$ cat src/common/rename_pkg.sv
// rename_pkg: register counts, tag types and the zero register
`default_nettype none

package rename_pkg;

  ////////////////////
  // register counts
  ////////////////////

  // architectural register file size
  localparam int NUM_ARCH_REGS = 32;
  // physical register file size
  localparam int NUM_PHYS_REGS = 64;
  // physical registers beyond the architectural ones
  localparam int FREE_DEPTH = NUM_PHYS_REGS - NUM_ARCH_REGS;

  ////////////////////
  // index types
  ////////////////////

  // architectural register index
  typedef logic [$clog2(NUM_ARCH_REGS)-1:0] arch_reg_t;
  // physical register tag
  typedef logic [$clog2(NUM_PHYS_REGS)-1:0] phys_reg_t;

  // hardwired zero, never renamed
  localparam arch_reg_t ZERO_REG = arch_reg_t'(NUM_ARCH_REGS - 1);

endpackage

`default_nettype wire

$ cat src/common/dispatch_if.sv
// dispatch_if: renamed instruction handoff into the reorder buffer
`timescale 1ns/1ps
`default_nettype none

interface dispatch_if;

  // handshake
  logic valid;
  logic ready;
  // renamed payload
  rename_pkg::arch_reg_t dest;
  rename_pkg::phys_reg_t tag;
  rename_pkg::phys_reg_t told;

  // rename side
  modport src (output valid, dest, tag, told, input ready);

  // rob side, ready means not full
  modport dst (input valid, dest, tag, told, output ready);

endinterface

`default_nettype wire

$ cat src/common/retire_if.sv
// retire_if: head entry of the reorder buffer toward retirement
`timescale 1ns/1ps
`default_nettype none

interface retire_if;

  // handshake
  logic valid;
  logic ready;
  // head entry payload, held while blocked
  rename_pkg::arch_reg_t dest;
  rename_pkg::phys_reg_t tag;
  rename_pkg::phys_reg_t told;

  // rob side
  modport src (output valid, dest, tag, told, input ready);

  // retire side
  modport dst (input valid, dest, tag, told, output ready);

endinterface

`default_nettype wire

$ cat src/rename/free_list.sv
// free_list: circular FIFO of unallocated physical register tags
`timescale 1ns/1ps
`default_nettype none

module free_list (
  input  wire logic                  clock,
  input  wire logic                  reset,
  input  wire logic                  pop,
  input  wire logic                  push,
  input  wire rename_pkg::phys_reg_t push_tag,
  output rename_pkg::phys_reg_t      head_tag,
  output logic                       empty
);

  localparam int PTR_W = $clog2(rename_pkg::FREE_DEPTH);
  localparam int CNT_W = PTR_W + 1;
  localparam logic [CNT_W-1:0] FULL_CNT = CNT_W'(rename_pkg::FREE_DEPTH);

  rename_pkg::phys_reg_t entries [rename_pkg::FREE_DEPTH];

  logic [PTR_W-1:0] head_ptr;
  logic [PTR_W-1:0] tail_ptr;
  logic [CNT_W-1:0] count;
  logic             full;

  assign head_tag = entries[head_ptr];
  assign empty    = (count == '0);
  assign full     = (count == FULL_CNT);

  // list starts full, tags above the arch range in order
  always_ff @(posedge clock) begin
    if (reset) begin
      for (int i = 0; i < rename_pkg::FREE_DEPTH; i++) begin
        entries[i] <= rename_pkg::phys_reg_t'(rename_pkg::NUM_ARCH_REGS + i);
      end
      head_ptr <= '0;
      tail_ptr <= '0;
      count    <= FULL_CNT;
    end else begin
      // released tag joins behind everything already queued
      if (push) begin
        entries[tail_ptr] <= push_tag;
        tail_ptr          <= tail_ptr + 1'b1;
      end
      if (pop) begin
        head_ptr <= head_ptr + 1'b1;
      end
      // push and pop together leave count alone
      case ({push, pop})
        2'b10:   count <= count + 1'b1;
        2'b01:   count <= count - 1'b1;
        default: count <= count;
      endcase
    end
  end

  // more releases than allocations would mean a tag freed twice
  a_no_push_full: assert property (@(posedge clock) disable iff (reset)
    push |-> !full);

endmodule

`default_nettype wire

$ cat src/rename/rename_stage.sv
// rename_stage: speculative map table, free list hookup and dispatch renaming
`timescale 1ns/1ps
`default_nettype none

module rename_stage (
  input  wire logic                  clock,
  input  wire logic                  reset,
  input  wire logic                  disp_valid,
  input  wire rename_pkg::arch_reg_t disp_dest,
  input  wire logic                  release_valid,
  input  wire rename_pkg::phys_reg_t release_tag,
  output logic                       disp_ready,
  output rename_pkg::phys_reg_t      disp_tag,
  output rename_pkg::phys_reg_t      disp_told,
  dispatch_if.src                    dispatch
);

  // speculative map, arch index to newest tag
  rename_pkg::phys_reg_t map_table [rename_pkg::NUM_ARCH_REGS];

  rename_pkg::phys_reg_t fl_head;
  logic                  fl_empty;
  logic                  is_zero;
  logic                  fire;
  logic                  pop;

  ////////////////////
  // free list
  ////////////////////

  free_list u_free_list (
    .clock    (clock),
    .reset    (reset),
    .pop      (pop),
    .push     (release_valid),
    .push_tag (release_tag),
    .head_tag (fl_head),
    .empty    (fl_empty)
  );

  ////////////////////
  // renaming
  ////////////////////

  assign is_zero = (disp_dest == rename_pkg::ZERO_REG);

  // stall on either rob full or no free tag
  assign disp_ready = dispatch.ready & ~fl_empty;
  assign fire       = disp_valid & disp_ready;
  // zero register consumes nothing
  assign pop        = fire & ~is_zero;

  assign disp_tag  = is_zero ? rename_pkg::phys_reg_t'(rename_pkg::ZERO_REG) : fl_head;
  assign disp_told = is_zero ? rename_pkg::phys_reg_t'(rename_pkg::ZERO_REG)
                             : map_table[disp_dest];

  // rob sees a transfer exactly when fire is high
  assign dispatch.valid = disp_valid & ~fl_empty;
  assign dispatch.dest  = disp_dest;
  assign dispatch.tag   = disp_tag;
  assign dispatch.told  = disp_told;

  // map write at the dispatch edge
  always_ff @(posedge clock) begin
    if (reset) begin
      for (int i = 0; i < rename_pkg::NUM_ARCH_REGS; i++) begin
        map_table[i] <= rename_pkg::phys_reg_t'(i);
      end
    end else if (pop) begin
      map_table[disp_dest] <= fl_head;
    end
  end

  // a tag handed out is never one the map still holds
  a_pop_not_mapped: assert property (@(posedge clock) disable iff (reset)
    pop |-> fl_head != map_table[disp_dest]);

endmodule

`default_nettype wire

$ cat src/rob/rob.sv
// rob: reorder buffer with bus tag completion and in-order head
`timescale 1ns/1ps
`default_nettype none

module rob #(
  parameter int ROB_DEPTH = 16
) (
  input  wire logic                  clock,
  input  wire logic                  reset,
  input  wire logic                  cdb_valid,
  input  wire rename_pkg::phys_reg_t cdb_tag,
  dispatch_if.dst                    dispatch,
  retire_if.src                      retire
);

  localparam int PTR_W = $clog2(ROB_DEPTH);
  localparam int CNT_W = PTR_W + 1;
  localparam logic [CNT_W-1:0] FULL_CNT = CNT_W'(ROB_DEPTH);

  // entry payload
  rename_pkg::arch_reg_t ent_dest [ROB_DEPTH];
  rename_pkg::phys_reg_t ent_tag  [ROB_DEPTH];
  rename_pkg::phys_reg_t ent_told [ROB_DEPTH];
  // entry state
  logic [ROB_DEPTH-1:0]  ent_valid;
  logic [ROB_DEPTH-1:0]  ent_done;
  // live, still waiting, tag equal to bus
  logic [ROB_DEPTH-1:0]  match;

  logic [PTR_W-1:0] head_ptr;
  logic [PTR_W-1:0] tail_ptr;
  logic [CNT_W-1:0] count;
  logic             write;
  logic             pop;

  ////////////////////
  // handshakes
  ////////////////////

  assign dispatch.ready = (count != FULL_CNT);
  assign write          = dispatch.valid & dispatch.ready;

  // head shown once complete
  assign retire.valid = ent_valid[head_ptr] & ent_done[head_ptr];
  assign retire.dest  = ent_dest[head_ptr];
  assign retire.tag   = ent_tag[head_ptr];
  assign retire.told  = ent_told[head_ptr];
  assign pop          = retire.valid & retire.ready;

  // tag search over all entries
  always_comb begin
    for (int i = 0; i < ROB_DEPTH; i++) begin
      match[i] = ent_valid[i] & ~ent_done[i] & (ent_tag[i] == cdb_tag);
    end
  end

  // payload written at tail
  always_ff @(posedge clock) begin
    if (write) begin
      ent_dest[tail_ptr] <= dispatch.dest;
      ent_tag[tail_ptr]  <= dispatch.tag;
      ent_told[tail_ptr] <= dispatch.told;
    end
  end

  ////////////////////
  // entry state
  ////////////////////

  always_ff @(posedge clock) begin
    if (reset) begin
      ent_valid <= '0;
      ent_done  <= '0;
      head_ptr  <= '0;
      tail_ptr  <= '0;
      count     <= '0;
    end else begin
      // bus completion
      if (cdb_valid) begin
        ent_done <= ent_done | match;
      end
      // zero register entries arrive complete
      if (write) begin
        ent_valid[tail_ptr] <= 1'b1;
        ent_done[tail_ptr]  <= (dispatch.dest == rename_pkg::ZERO_REG);
        tail_ptr            <= tail_ptr + 1'b1;
      end
      if (pop) begin
        ent_valid[head_ptr] <= 1'b0;
        head_ptr            <= head_ptr + 1'b1;
      end
      case ({write, pop})
        2'b10:   count <= count + 1'b1;
        2'b01:   count <= count - 1'b1;
        default: count <= count;
      endcase
    end
  end

  // each broadcast belongs to exactly one instruction in flight
  a_cdb_onehot: assert property (@(posedge clock) disable iff (reset)
    cdb_valid |-> $onehot(match));

  // tail never lands on a live entry
  a_no_overwrite: assert property (@(posedge clock) disable iff (reset)
    write |-> !ent_valid[tail_ptr]);

endmodule

`default_nettype wire

$ cat src/hdl/retire_stage.sv
// retire_stage: architectural map, register release and committed lookup
`timescale 1ns/1ps
`default_nettype none

module retire_stage (
  input  wire logic                  clock,
  input  wire logic                  reset,
  input  wire rename_pkg::arch_reg_t arch_lookup_reg,
  retire_if.dst                      retire,
  output logic                       ret_valid,
  output rename_pkg::arch_reg_t      ret_dest,
  output rename_pkg::phys_reg_t      ret_tag,
  output rename_pkg::phys_reg_t      ret_told,
  output logic                       release_valid,
  output rename_pkg::phys_reg_t      release_tag,
  output rename_pkg::phys_reg_t      arch_lookup_tag,
  input  wire logic                  ret_ready
);

  // committed mapping
  rename_pkg::phys_reg_t arch_map [rename_pkg::NUM_ARCH_REGS];

  logic fire;
  logic commit;

  // handshake out to the consumer
  assign ret_valid    = retire.valid;
  assign ret_dest     = retire.dest;
  assign ret_tag      = retire.tag;
  assign ret_told     = retire.told;
  assign retire.ready = ret_ready;

  assign fire   = retire.valid & ret_ready;
  // zero register leaves no trace
  assign commit = fire & (retire.dest != rename_pkg::ZERO_REG);

  // old tag goes back to the free list tail
  assign release_valid = commit;
  assign release_tag   = retire.told;

  assign arch_lookup_tag = arch_map[arch_lookup_reg];

  always_ff @(posedge clock) begin
    if (reset) begin
      for (int i = 0; i < rename_pkg::NUM_ARCH_REGS; i++) begin
        arch_map[i] <= rename_pkg::phys_reg_t'(i);
      end
    end else if (commit) begin
      arch_map[retire.dest] <= retire.tag;
    end
  end

  // told from dispatch must be what in-order commit left behind
  a_told_committed: assert property (@(posedge clock) disable iff (reset)
    commit |-> arch_map[retire.dest] == retire.told);

endmodule

`default_nettype wire

$ cat src/hdl/rename_core.sv
// rename_core: top level joining rename stage, reorder buffer and retire stage
`timescale 1ns/1ps
`default_nettype none

module rename_core #(
  parameter int ROB_DEPTH = 16
) (
  input  wire logic                  clock,
  input  wire logic                  reset,
  // dispatch
  input  wire logic                  disp_valid,
  input  wire rename_pkg::arch_reg_t disp_dest,
  output logic                       disp_ready,
  output rename_pkg::phys_reg_t      disp_tag,
  output rename_pkg::phys_reg_t      disp_told,
  // completion bus
  input  wire logic                  cdb_valid,
  input  wire rename_pkg::phys_reg_t cdb_tag,
  // retirement
  output logic                       ret_valid,
  output rename_pkg::arch_reg_t      ret_dest,
  output rename_pkg::phys_reg_t      ret_tag,
  output rename_pkg::phys_reg_t      ret_told,
  input  wire logic                  ret_ready,
  // committed map lookup
  input  wire rename_pkg::arch_reg_t arch_lookup_reg,
  output rename_pkg::phys_reg_t      arch_lookup_tag
);

  // freed tag back to rename
  logic                  release_valid;
  rename_pkg::phys_reg_t release_tag;

  dispatch_if disp_bus ();
  retire_if   ret_bus ();

  ////////////////////
  // stages
  ////////////////////

  rename_stage u_rename_stage (
    .clock         (clock),
    .reset         (reset),
    .disp_valid    (disp_valid),
    .disp_dest     (disp_dest),
    .release_valid (release_valid),
    .release_tag   (release_tag),
    .disp_ready    (disp_ready),
    .disp_tag      (disp_tag),
    .disp_told     (disp_told),
    .dispatch      (disp_bus.src)
  );

  rob #(
    .ROB_DEPTH (ROB_DEPTH)
  ) u_rob (
    .clock     (clock),
    .reset     (reset),
    .cdb_valid (cdb_valid),
    .cdb_tag   (cdb_tag),
    .dispatch  (disp_bus.dst),
    .retire    (ret_bus.src)
  );

  retire_stage u_retire_stage (
    .clock           (clock),
    .reset           (reset),
    .arch_lookup_reg (arch_lookup_reg),
    .retire          (ret_bus.dst),
    .ret_valid       (ret_valid),
    .ret_dest        (ret_dest),
    .ret_tag         (ret_tag),
    .ret_told        (ret_told),
    .release_valid   (release_valid),
    .release_tag     (release_tag),
    .arch_lookup_tag (arch_lookup_tag),
    .ret_ready       (ret_ready)
  );

endmodule

`default_nettype wire

$ cat config.mk
export PLATFORM = sky130hd
export DESIGN_NAME = rename_core
export DESIGN_NICKNAME = d
export VERILOG_FILES = /design/src/common/rename_pkg.sv /design/src/common/dispatch_if.sv /design/src/common/retire_if.sv /design/src/rename/free_list.sv /design/src/rename/rename_stage.sv /design/src/rob/rob.sv /design/src/hdl/retire_stage.sv /design/src/hdl/rename_core.sv
export SDC_FILE = /design/constraint.sdc
export NUM_CORES = 1
export LEC_CHECK = 0
export ABC_AREA = 1
export BUFFER_PORTS_ARGS = -buffer_cell sky130_fd_sc_hd__buf_2
export CAP_MARGIN = 10
export CORE_MARGIN = 2
export CORE_UTILIZATION = 32
export CTS_CLUSTER_DIAMETER = 80
export DETAILED_ROUTE_END_ITERATION = 10
export GPL_TIMING_DRIVEN = 0
export PLACE_DENSITY = 0.55
export RECOVER_POWER = 100
export SLEW_MARGIN = 20
export SYNTH_ARGS = -nofsm -noshare
export SYNTH_HDL_FRONTEND = slang
export SYNTH_SLANG_ARGS = --single-unit
$ cat constraint.sdc
create_clock -name clock -period 6.1 [get_ports clock]
set_input_delay 1.22 -clock clock [delete_from_list [all_inputs] [get_ports clock]]
set_output_delay 1.22 -clock clock [all_outputs]
set_load 0.01 [all_outputs]
==> flow_metrics.py, run 1 <==
metrics = {
    "status": {
        "status": "finished clean",
    },
    "routing": {
        "via_per_inst": 5.52,
        "vias": 32900,
        "drtIter0Drc": 4574,
        "routedWlPerCell_um": 25.1,
        "wl_met2_um": 66800,
        "first_pass_iters": 6,
        "highest_layer": "met5",
        "drt_wl_total_um": 149000,
        "ant_nets": 0,
        "drc_errors": 0,
        "dr_wl_met3_um": 15000,
        "met1Wirelength_um": 61300,
    },
    "floorplanning": {
        "core-area_um2": 128000,
        "initial_utilization_pct": 32.3,
        "die_area_um2": 132000,
        "die-height_um": 364,
        "row_count": 131,
        "pin_count": 58,
        "fp.dieW_um": 364,
    },
    "clock_tree": {
        "root_buffer": "clkbuf_16",
        "cts_buffers": 100,
        "hold_buffers": 0,
        "htree_levels": 3,
        "clk_pin_slew_worst_paths_ns": 0.06,
        "insertion_delay_ns": 0.72,
        "tritoncts": "done",
        "numClockSinks": 914,
        "cts.path.max_buffers": 3,
    },
    "setup_path": {
        "endpoint": "disp_tag[3]",
        "cp-end-kind": "output port",
        "critPathSlowestCell": "nand2_1",
        "crit_chain": "clkbuf_1, clkbuf_1, o21ai_0, o221ai_1, nand3_1, o211ai_1, nand2_1, clkbuf_1, nand2_1, clkbuf_2",
        "crit-reg2reg-capture": "u_rename_stage.u_free_list.entries[31][4]",
        "r2r_cells": 10,
        "r2r_slack_ns": 0.48,
        "cp.arrival_ns": 4.81,
        "worst-setup-path-type": "flip-flop to output port",
        "crit_path_max_fanout": 17,
        "start_kind": "flip-flop",
        "crit_top_cell": "clkbuf_1",
        "cp.required_ns": 4.88,
        "cp_slowest_stage_delay_ns": 0.65,
    },
    "global_routing": {
        "grt_pass1_wl_um": 214000,
        "overflow": 0,
        "antenna_found_initial": 4,
        "grt_max_degree": 22,
        "grt_usage_pct": 22.0,
        "grt_pass1_vias": 31100,
    },
    "yosys": {
        "async_flop_share_pct": 0,
        "yosys_warnings": 0,
        "synthCells": 3961,
        "synth_edf_count": 844,
        "avgSynthCellArea_um2": 10.5,
        "ys_seq_elements": 914,
        "yosysSeqAreaShare_pct": 64.6,
        "ys.flop_type": "edfxtp_1",
        "ys_types": 48,
        "syn_area_um2": 41400,
    },
    "worst_hold_path": {
        "min-delay-start": "u_rob.count[4]",
        "hold_class": "flip-flop to flip-flop",
    },
    "power": {
        "powerDensity_nw_per_um2": 318,
        "p_leak_nw": 15.2,
        "peakVddDrop_uv": 213,
    },
    "sta": {
        "rsz0062_at_grt": "no",
        "finalCritPeriodShare_pct": 98.9,
        "period_minus_slack_ns": 6.03,
        "tightest_slew_ns": 1.39,
        "slew_violations": 0,
        "setup_viol": 0,
        "finalHoldViolations": 0,
        "relSlewSlack_pct": 7.13,
        "max_freq_ghz": 0.166,
        "skew_ns": 0.0405,
    },
    "finish": {
        "multi_input_area_um2": 12500,
        "nNetsFinal": 4189,
        "n_fill_cell": 12800,
        "synthToLayoutAreaGrowth_pct": 13.7,
        "seqCellArea_um2": 26700,
        "layout.cells.non_filler": 5954,
        "antenna_cells": 0,
        "final_util_pct": 36.8,
        "layout-drive-gt1-share_pct": 5.40,
    },
    "place": {
        "io_buffer_count": 51,
        "dpl.hpwl_um": 103000,
        "place_inst": 5771,
        "gp_congestion": 0.983,
    },
    "job": {
        "max_cap_viol_count": 0,
    },
}
report_power, final:
group          internal [mW]  leakage, nW  switching (mW)
clock                   3.57         1.60            2.62
sequential              7.04         8.11          0.0668
combinational          0.321         5.50            1.38
total                   10.9         15.2            4.07
worst min path at each step:
stage,end,cells after the start
2_1_floorplan,u_rob.count[4],1
3_3_place_gp,u_rob.count[4],1
3_5_place_dp,u_rob.count[4],1
4_1_cts,u_rob.count[4],1
5_1_grt,u_rob.count[4],1
6_report,u_rob.count[4],1
cell usage in the layout, fill, tap and decap left out, types with 5 or more instances in the layout:
cell type and n:
a21oi_1 82, nand2_1 540, edfxtp_1 844, clkbuf_16 101, a32oi_1 5, nor3_1 135
nor2_1 652, a41oi_1 6, nand3_1 225, xor2_1 21, nand4_1 43, clkinv_1 28
bufinv_16 12, inv_2 5, xnor2_1 23, inv_1 214, clkbuf_1 322, buf_1 7
a221oi_1 12, dfxtp_1 70, or2_2 5, o21ai_0 410, buf_2 56, a31oi_1 26
a211oi_1 6, conb_1 8, clkinvlp_4 7, a22oi_1 74, o221ai_1 98, o2111ai_1 8
o22ai_1 48, o211ai_1 35, ha_1 22, o21ai_1 8, clkinv_2 20, nor4_1 12
registers in the layout (all words and copies together) (netlist names), named ones only:
signal	count
u_rename_stage.map_table	188
u_rename_stage.u_free_list.count	6
u_rename_stage.u_free_list.entries	192
u_rename_stage.u_free_list.head_ptr	5
u_rename_stage.u_free_list.tail_ptr	5
u_retire_stage.arch_map	192
u_rob.count	5
u_rob.ent_dest	80
u_rob.ent_done	16
u_rob.ent_tag	96
u_rob.ent_told	96
u_rob.ent_valid	16
u_rob.head_ptr	4
u_rob.tail_ptr	4
cell families (layout without fill, tap and decap cells):
kind of cell    Yosys count  count (layout)  synth area share, %
simple gates           1618            1618                 16.4
flops                   914             914                 64.6
compound gates          828             828                 12.2
buf+inv                 531             789                 5.16
xor+xnor                 44              44                0.931
fa+ha+maj                24              24                0.761
other cells               2               8               0.0181
synth_stat cells (6+ instances only):
| library cell | number | area [um^2] |
|---|---|---|
| a211oi_1 | 6 | 45.0 |
| o21ai_0 | 407 | 2040 |
| edfxtp_1 | 844 | 25300 |
| inv_2 | 15 | 56.3 |
| clkinv_1 | 11 | 41.3 |
| ha_1 | 22 | 275 |
| a22oi_1 | 74 | 556 |
| nor3_1 | 136 | 681 |
| o211ai_1 | 35 | 263 |
| buf_4 | 8 | 60.1 |
| nand3_1 | 221 | 1110 |
| a21oi_1 | 83 | 415 |
| a41oi_1 | 6 | 52.6 |
| inv_1 | 206 | 773 |
| o2111ai_1 | 8 | 70.1 |
| nor2_1 | 650 | 2440 |
| nand2_1 | 539 | 2020 |
| nor4_1 | 14 | 87.6 |
| o221ai_1 | 98 | 858 |
| xor2_1 | 21 | 184 |
| buf_1 | 12 | 45.0 |
| dfxtp_1 | 70 | 1400 |
| a221oi_1 | 12 | 105 |
| o22ai_1 | 48 | 300 |
| buf_2 | 60 | 300 |
| clkbuf_1 | 214 | 803 |
| xnor2_1 | 23 | 201 |
| nand4_1 | 41 | 257 |
| a31oi_1 | 26 | 163 |
| o21ai_1 | 11 | 55.1 |
what timing repair did:
| item | 4_1_cts | 5_1_grt |
|---|---|---|
| setup buffers | 0 | 0 |
| resized for setup | 0 | 1 |
| setup endpoints to repair | 0 | 1 |
critical path: cells and delay by family, from the launching register on:
family / cells / cell delay, ns
flip-flops: 1 / 0.41
AND/OR/NAND/NOR: 3 / 1.16
AO/OA/AOI/OAI: 3 / 0.75
buffers and inverters: 4 / 1.78
layout make-up:
type                            count  area share [%]
Tap cell                         1729            4.59
Sequential cell                   914            56.8
Timing Repair Buffer               75           0.664
Clock inverter                     61            1.46
Clock buffer                      122            5.56
Multi-Input combinational cell   2522            26.5
Buffer                            299            2.54
Inverter                          232            1.85
per-stage QoR:
step | power [mW] | setup WS [ns] | instance area [um^2] | hold slack (ns) | setup TNS [ns]
6_report | 15.0 | 0.0666 | 47100 | 0.455 | 0
3_3_place_gp | 8.89 | -0.607 | 43900 | 0.436 | -24.12
2_1_floorplan | 8.10 | 2.09 | 41400 | 0.417 | 0
4_1_cts | 15.0 | 0.147 | 47500 | 0.455 | 0
3_5_place_dp | 8.92 | 0.371 | 44200 | 0.450 | 0
5_1_grt | 15.4 | 0.0212 | 47100 | 0.483 | 0
layer usage:
metal	GRT usage [%]	up-vias
li1	-	14500
met1	30.1	16100
met2	34.4	1907
met3	4.39	342
met4	8.47	2
met5	0	-
Note: power is estimated with default switching activity, not from simulation.
==> inputs of run 2 (changes only) <==
CELL_PAD_IN_SITES_DETAIL_PLACEMENT = 1   (was default)
CELL_PAD_IN_SITES_GLOBAL_PLACEMENT = 2   (was default)
PLACE_DENSITY = 0.72   (was 0.55)
==> flow_metrics.py, run 2 (synthesized netlist as in run 1, its figures left out) <==
metrics = {
    "routing": {
        "routedWlPerCell_um": 27.7,
        "first_pass_iters": 5,
        "via_per_inst": 5.53,
        "vias": 33000,
        "drtIter0Drc": 3544,
        "drt_wl_total_um": 165000,
        "ant_nets": 0,
        "drc_errors": 0,
    },
    "sta": {
        "period_minus_slack_ns": 5.91,
        "max_freq_ghz": 0.169,
        "rsz0062_at_grt": "no",
        "setup_viol": 0,
        "slew_violations": 29,
        "finalCritPeriodShare_pct": 96.9,
        "tightest_slew_ns": 1.79,
        "tns_ns": 0,
        "relSlewSlack_pct": -20.0,
        "finalHoldViolations": 0,
        "skew_ns": 0.0461,
    },
    "floorplanning": {
        "die_area_um2": 132000,
        "fp.dieW_um": 364,
        "initial_utilization_pct": 32.3,
        "core-area_um2": 128000,
        "row_count": 131,
        "pin_count": 58,
        "die-height_um": 364,
    },
    "global_routing": {
        "overflow": 0,
        "antenna_found_initial": 3,
        "grt_pass1_vias": 33400,
        "grt_usage_pct": 24.7,
        "grt_pass1_wl_um": 238000,
        "grt_max_degree": 22,
    },
    "worst_hold_path": {
        "hold_class": "flip-flop to flip-flop",
    },
    "job": {
        "max_cap_viol_count": 3,
    },
    "finish": {
        "final_util_pct": 36.9,
        "layout-drive-gt1-share_pct": 6.00,
        "top_regs": "u_rename_stage.u_free_list.entries: 192 flops, u_retire_stage.arch_map: 192 flops, u_rename_stage.map_table: 188 flops",
        "final_common_cell": "edfxtp_1",
        "synthToLayoutAreaGrowth_pct": 14.1,
        "layout.cells.non_filler": 5966,
        "nNetsFinal": 4192,
        "most-common-layout-cells": "edfxtp_1 (844), nor2_1 (652), nand2_1 (535)",
    },
    "clock_tree": {
        "numClockSinks": 914,
        "clk_pin_slew_worst_paths_ns": 0.06,
        "hold_buffers": 0,
        "htree_levels": 3,
        "cts.path.max_buffers": 3,
        "cts_setup_buffers": 0,
        "insertion_delay_ns": 0.74,
        "cts_buffers": 104,
        "root_buffer": "clkbuf_16",
        "tritoncts": "done",
    },
    "place": {
        "gp_congestion": 0.906,
        "io_buffer_count": 51,
        "place_inst": 5770,
        "dpl.hpwl_um": 115000,
    },
    "setup_path": {
        "crit_path_max_fanout": 17,
        "cp.arrival_ns": 4.69,
        "start_kind": "flip-flop",
        "cp.required_ns": 4.88,
        "r2r_slack_ns": 0.38,
        "worst-setup-path-type": "flip-flop to output port",
        "cp-end-kind": "output port",
    },
    "status": {
        "violations": "capacitance limit, slew limit",
        "status": "finished with violations",
    },
    "power": {
        "powerDensity_nw_per_um2": 324,
        "p_leak_nw": 15.3,
        "peakVddDrop_uv": 284,
    },
}
-- run 2: changes by cell type in the layout (fill, tap and decap cells not counted), sizes merged, moves of 3 or more --
cell / previous run / this run
inv: 221 / 224
clkinv: 53 / 45
buf: 69 / 72
bufinv: 12 / 8
clkbuf: 427 / 445
-- run 2: worst paths after layout --
kind / from / cells past startpoint / to
hold / removal: u_rob.ent_done[6] / 2 / u_rob.ent_done[6]
setup / recovery: flip-flop / 12 / disp_tag[4]
hold reg to reg: u_rob.ent_done[6] / 2 / u_rob.ent_done[6]
setup reg to reg: flip-flop / 10 / u_rename_stage.u_free_list.entries[31][3]
-- run 2: report_power, final --
| part | total [mW] | internal, mW | switching, mW |
|---|---|---|---|
| logic | 1.77 | 0.324 | 1.44 |
| registers | 7.11 | 7.04 | 0.0674 |
| clock network | 6.41 | 3.72 | 2.70 |
-- run 2: what timing repair did --
action,in CTS,in global routing
endpoints found under the setup margin,3,4
pin swaps,0,1
gates resized for setup,4,7
-- run 2: through the flow --
stage | hold slack [ns] | total power, mW | cell area (um^2) | setup WS, ns
after floorplan | 0.417 | 8.10 | 41400 | 2.09
after global placement | 0.444 | 8.97 | 43900 | -0.518
after detailed placement | 0.450 | 9.00 | 44200 | 0.135
after CTS | 0.459 | 15.4 | 47700 | 0.123
after global routing | 0.500 | 15.7 | 47200 | 0.0100
final | 0.456 | 15.3 | 47200 | 0.191
-- run 2: worst max-delay path, stage by stage (launching register included) --
cell	delay, ns
dfxtp_1	0.30
clkbuf_1	0.20
inv_1	0.19
buf_2	0.27
clkbuf_1	0.70
o21ai_0	0.24
o22ai_1	0.31
o21ai_0	0.13
nand3_1	0.17
nand2_1	0.34
clkbuf_2	0.40
nand2_2	0.50
clkbuf_1	0.20
-- run 2: area by class of cell --
cell class / count / area, um^2
fill: 14300 / 80800
sequential: 914 / 26700
multi-input combinational: 2522 / 12500
clock buffer: 144 / 2950
tap: 1729 / 2160
buffer: 299 / 1190
inverter: 232 / 871
clock inverter: 50 / 508
timing repair buffer: 74 / 310
antenna: 2 / 5.00
-- run 2: per-layer routing --
metal / vias to the layer above / GRT usage (%) / wire length (um)
met1: 16800 / 33.9 / 71200
met3: 298 / 3.77 / 11700
met5: - / 0 / 0
met2: 1370 / 40.1 / 76400
met4: 0 / 8.02 / 6020
li1: 14500 / - / -
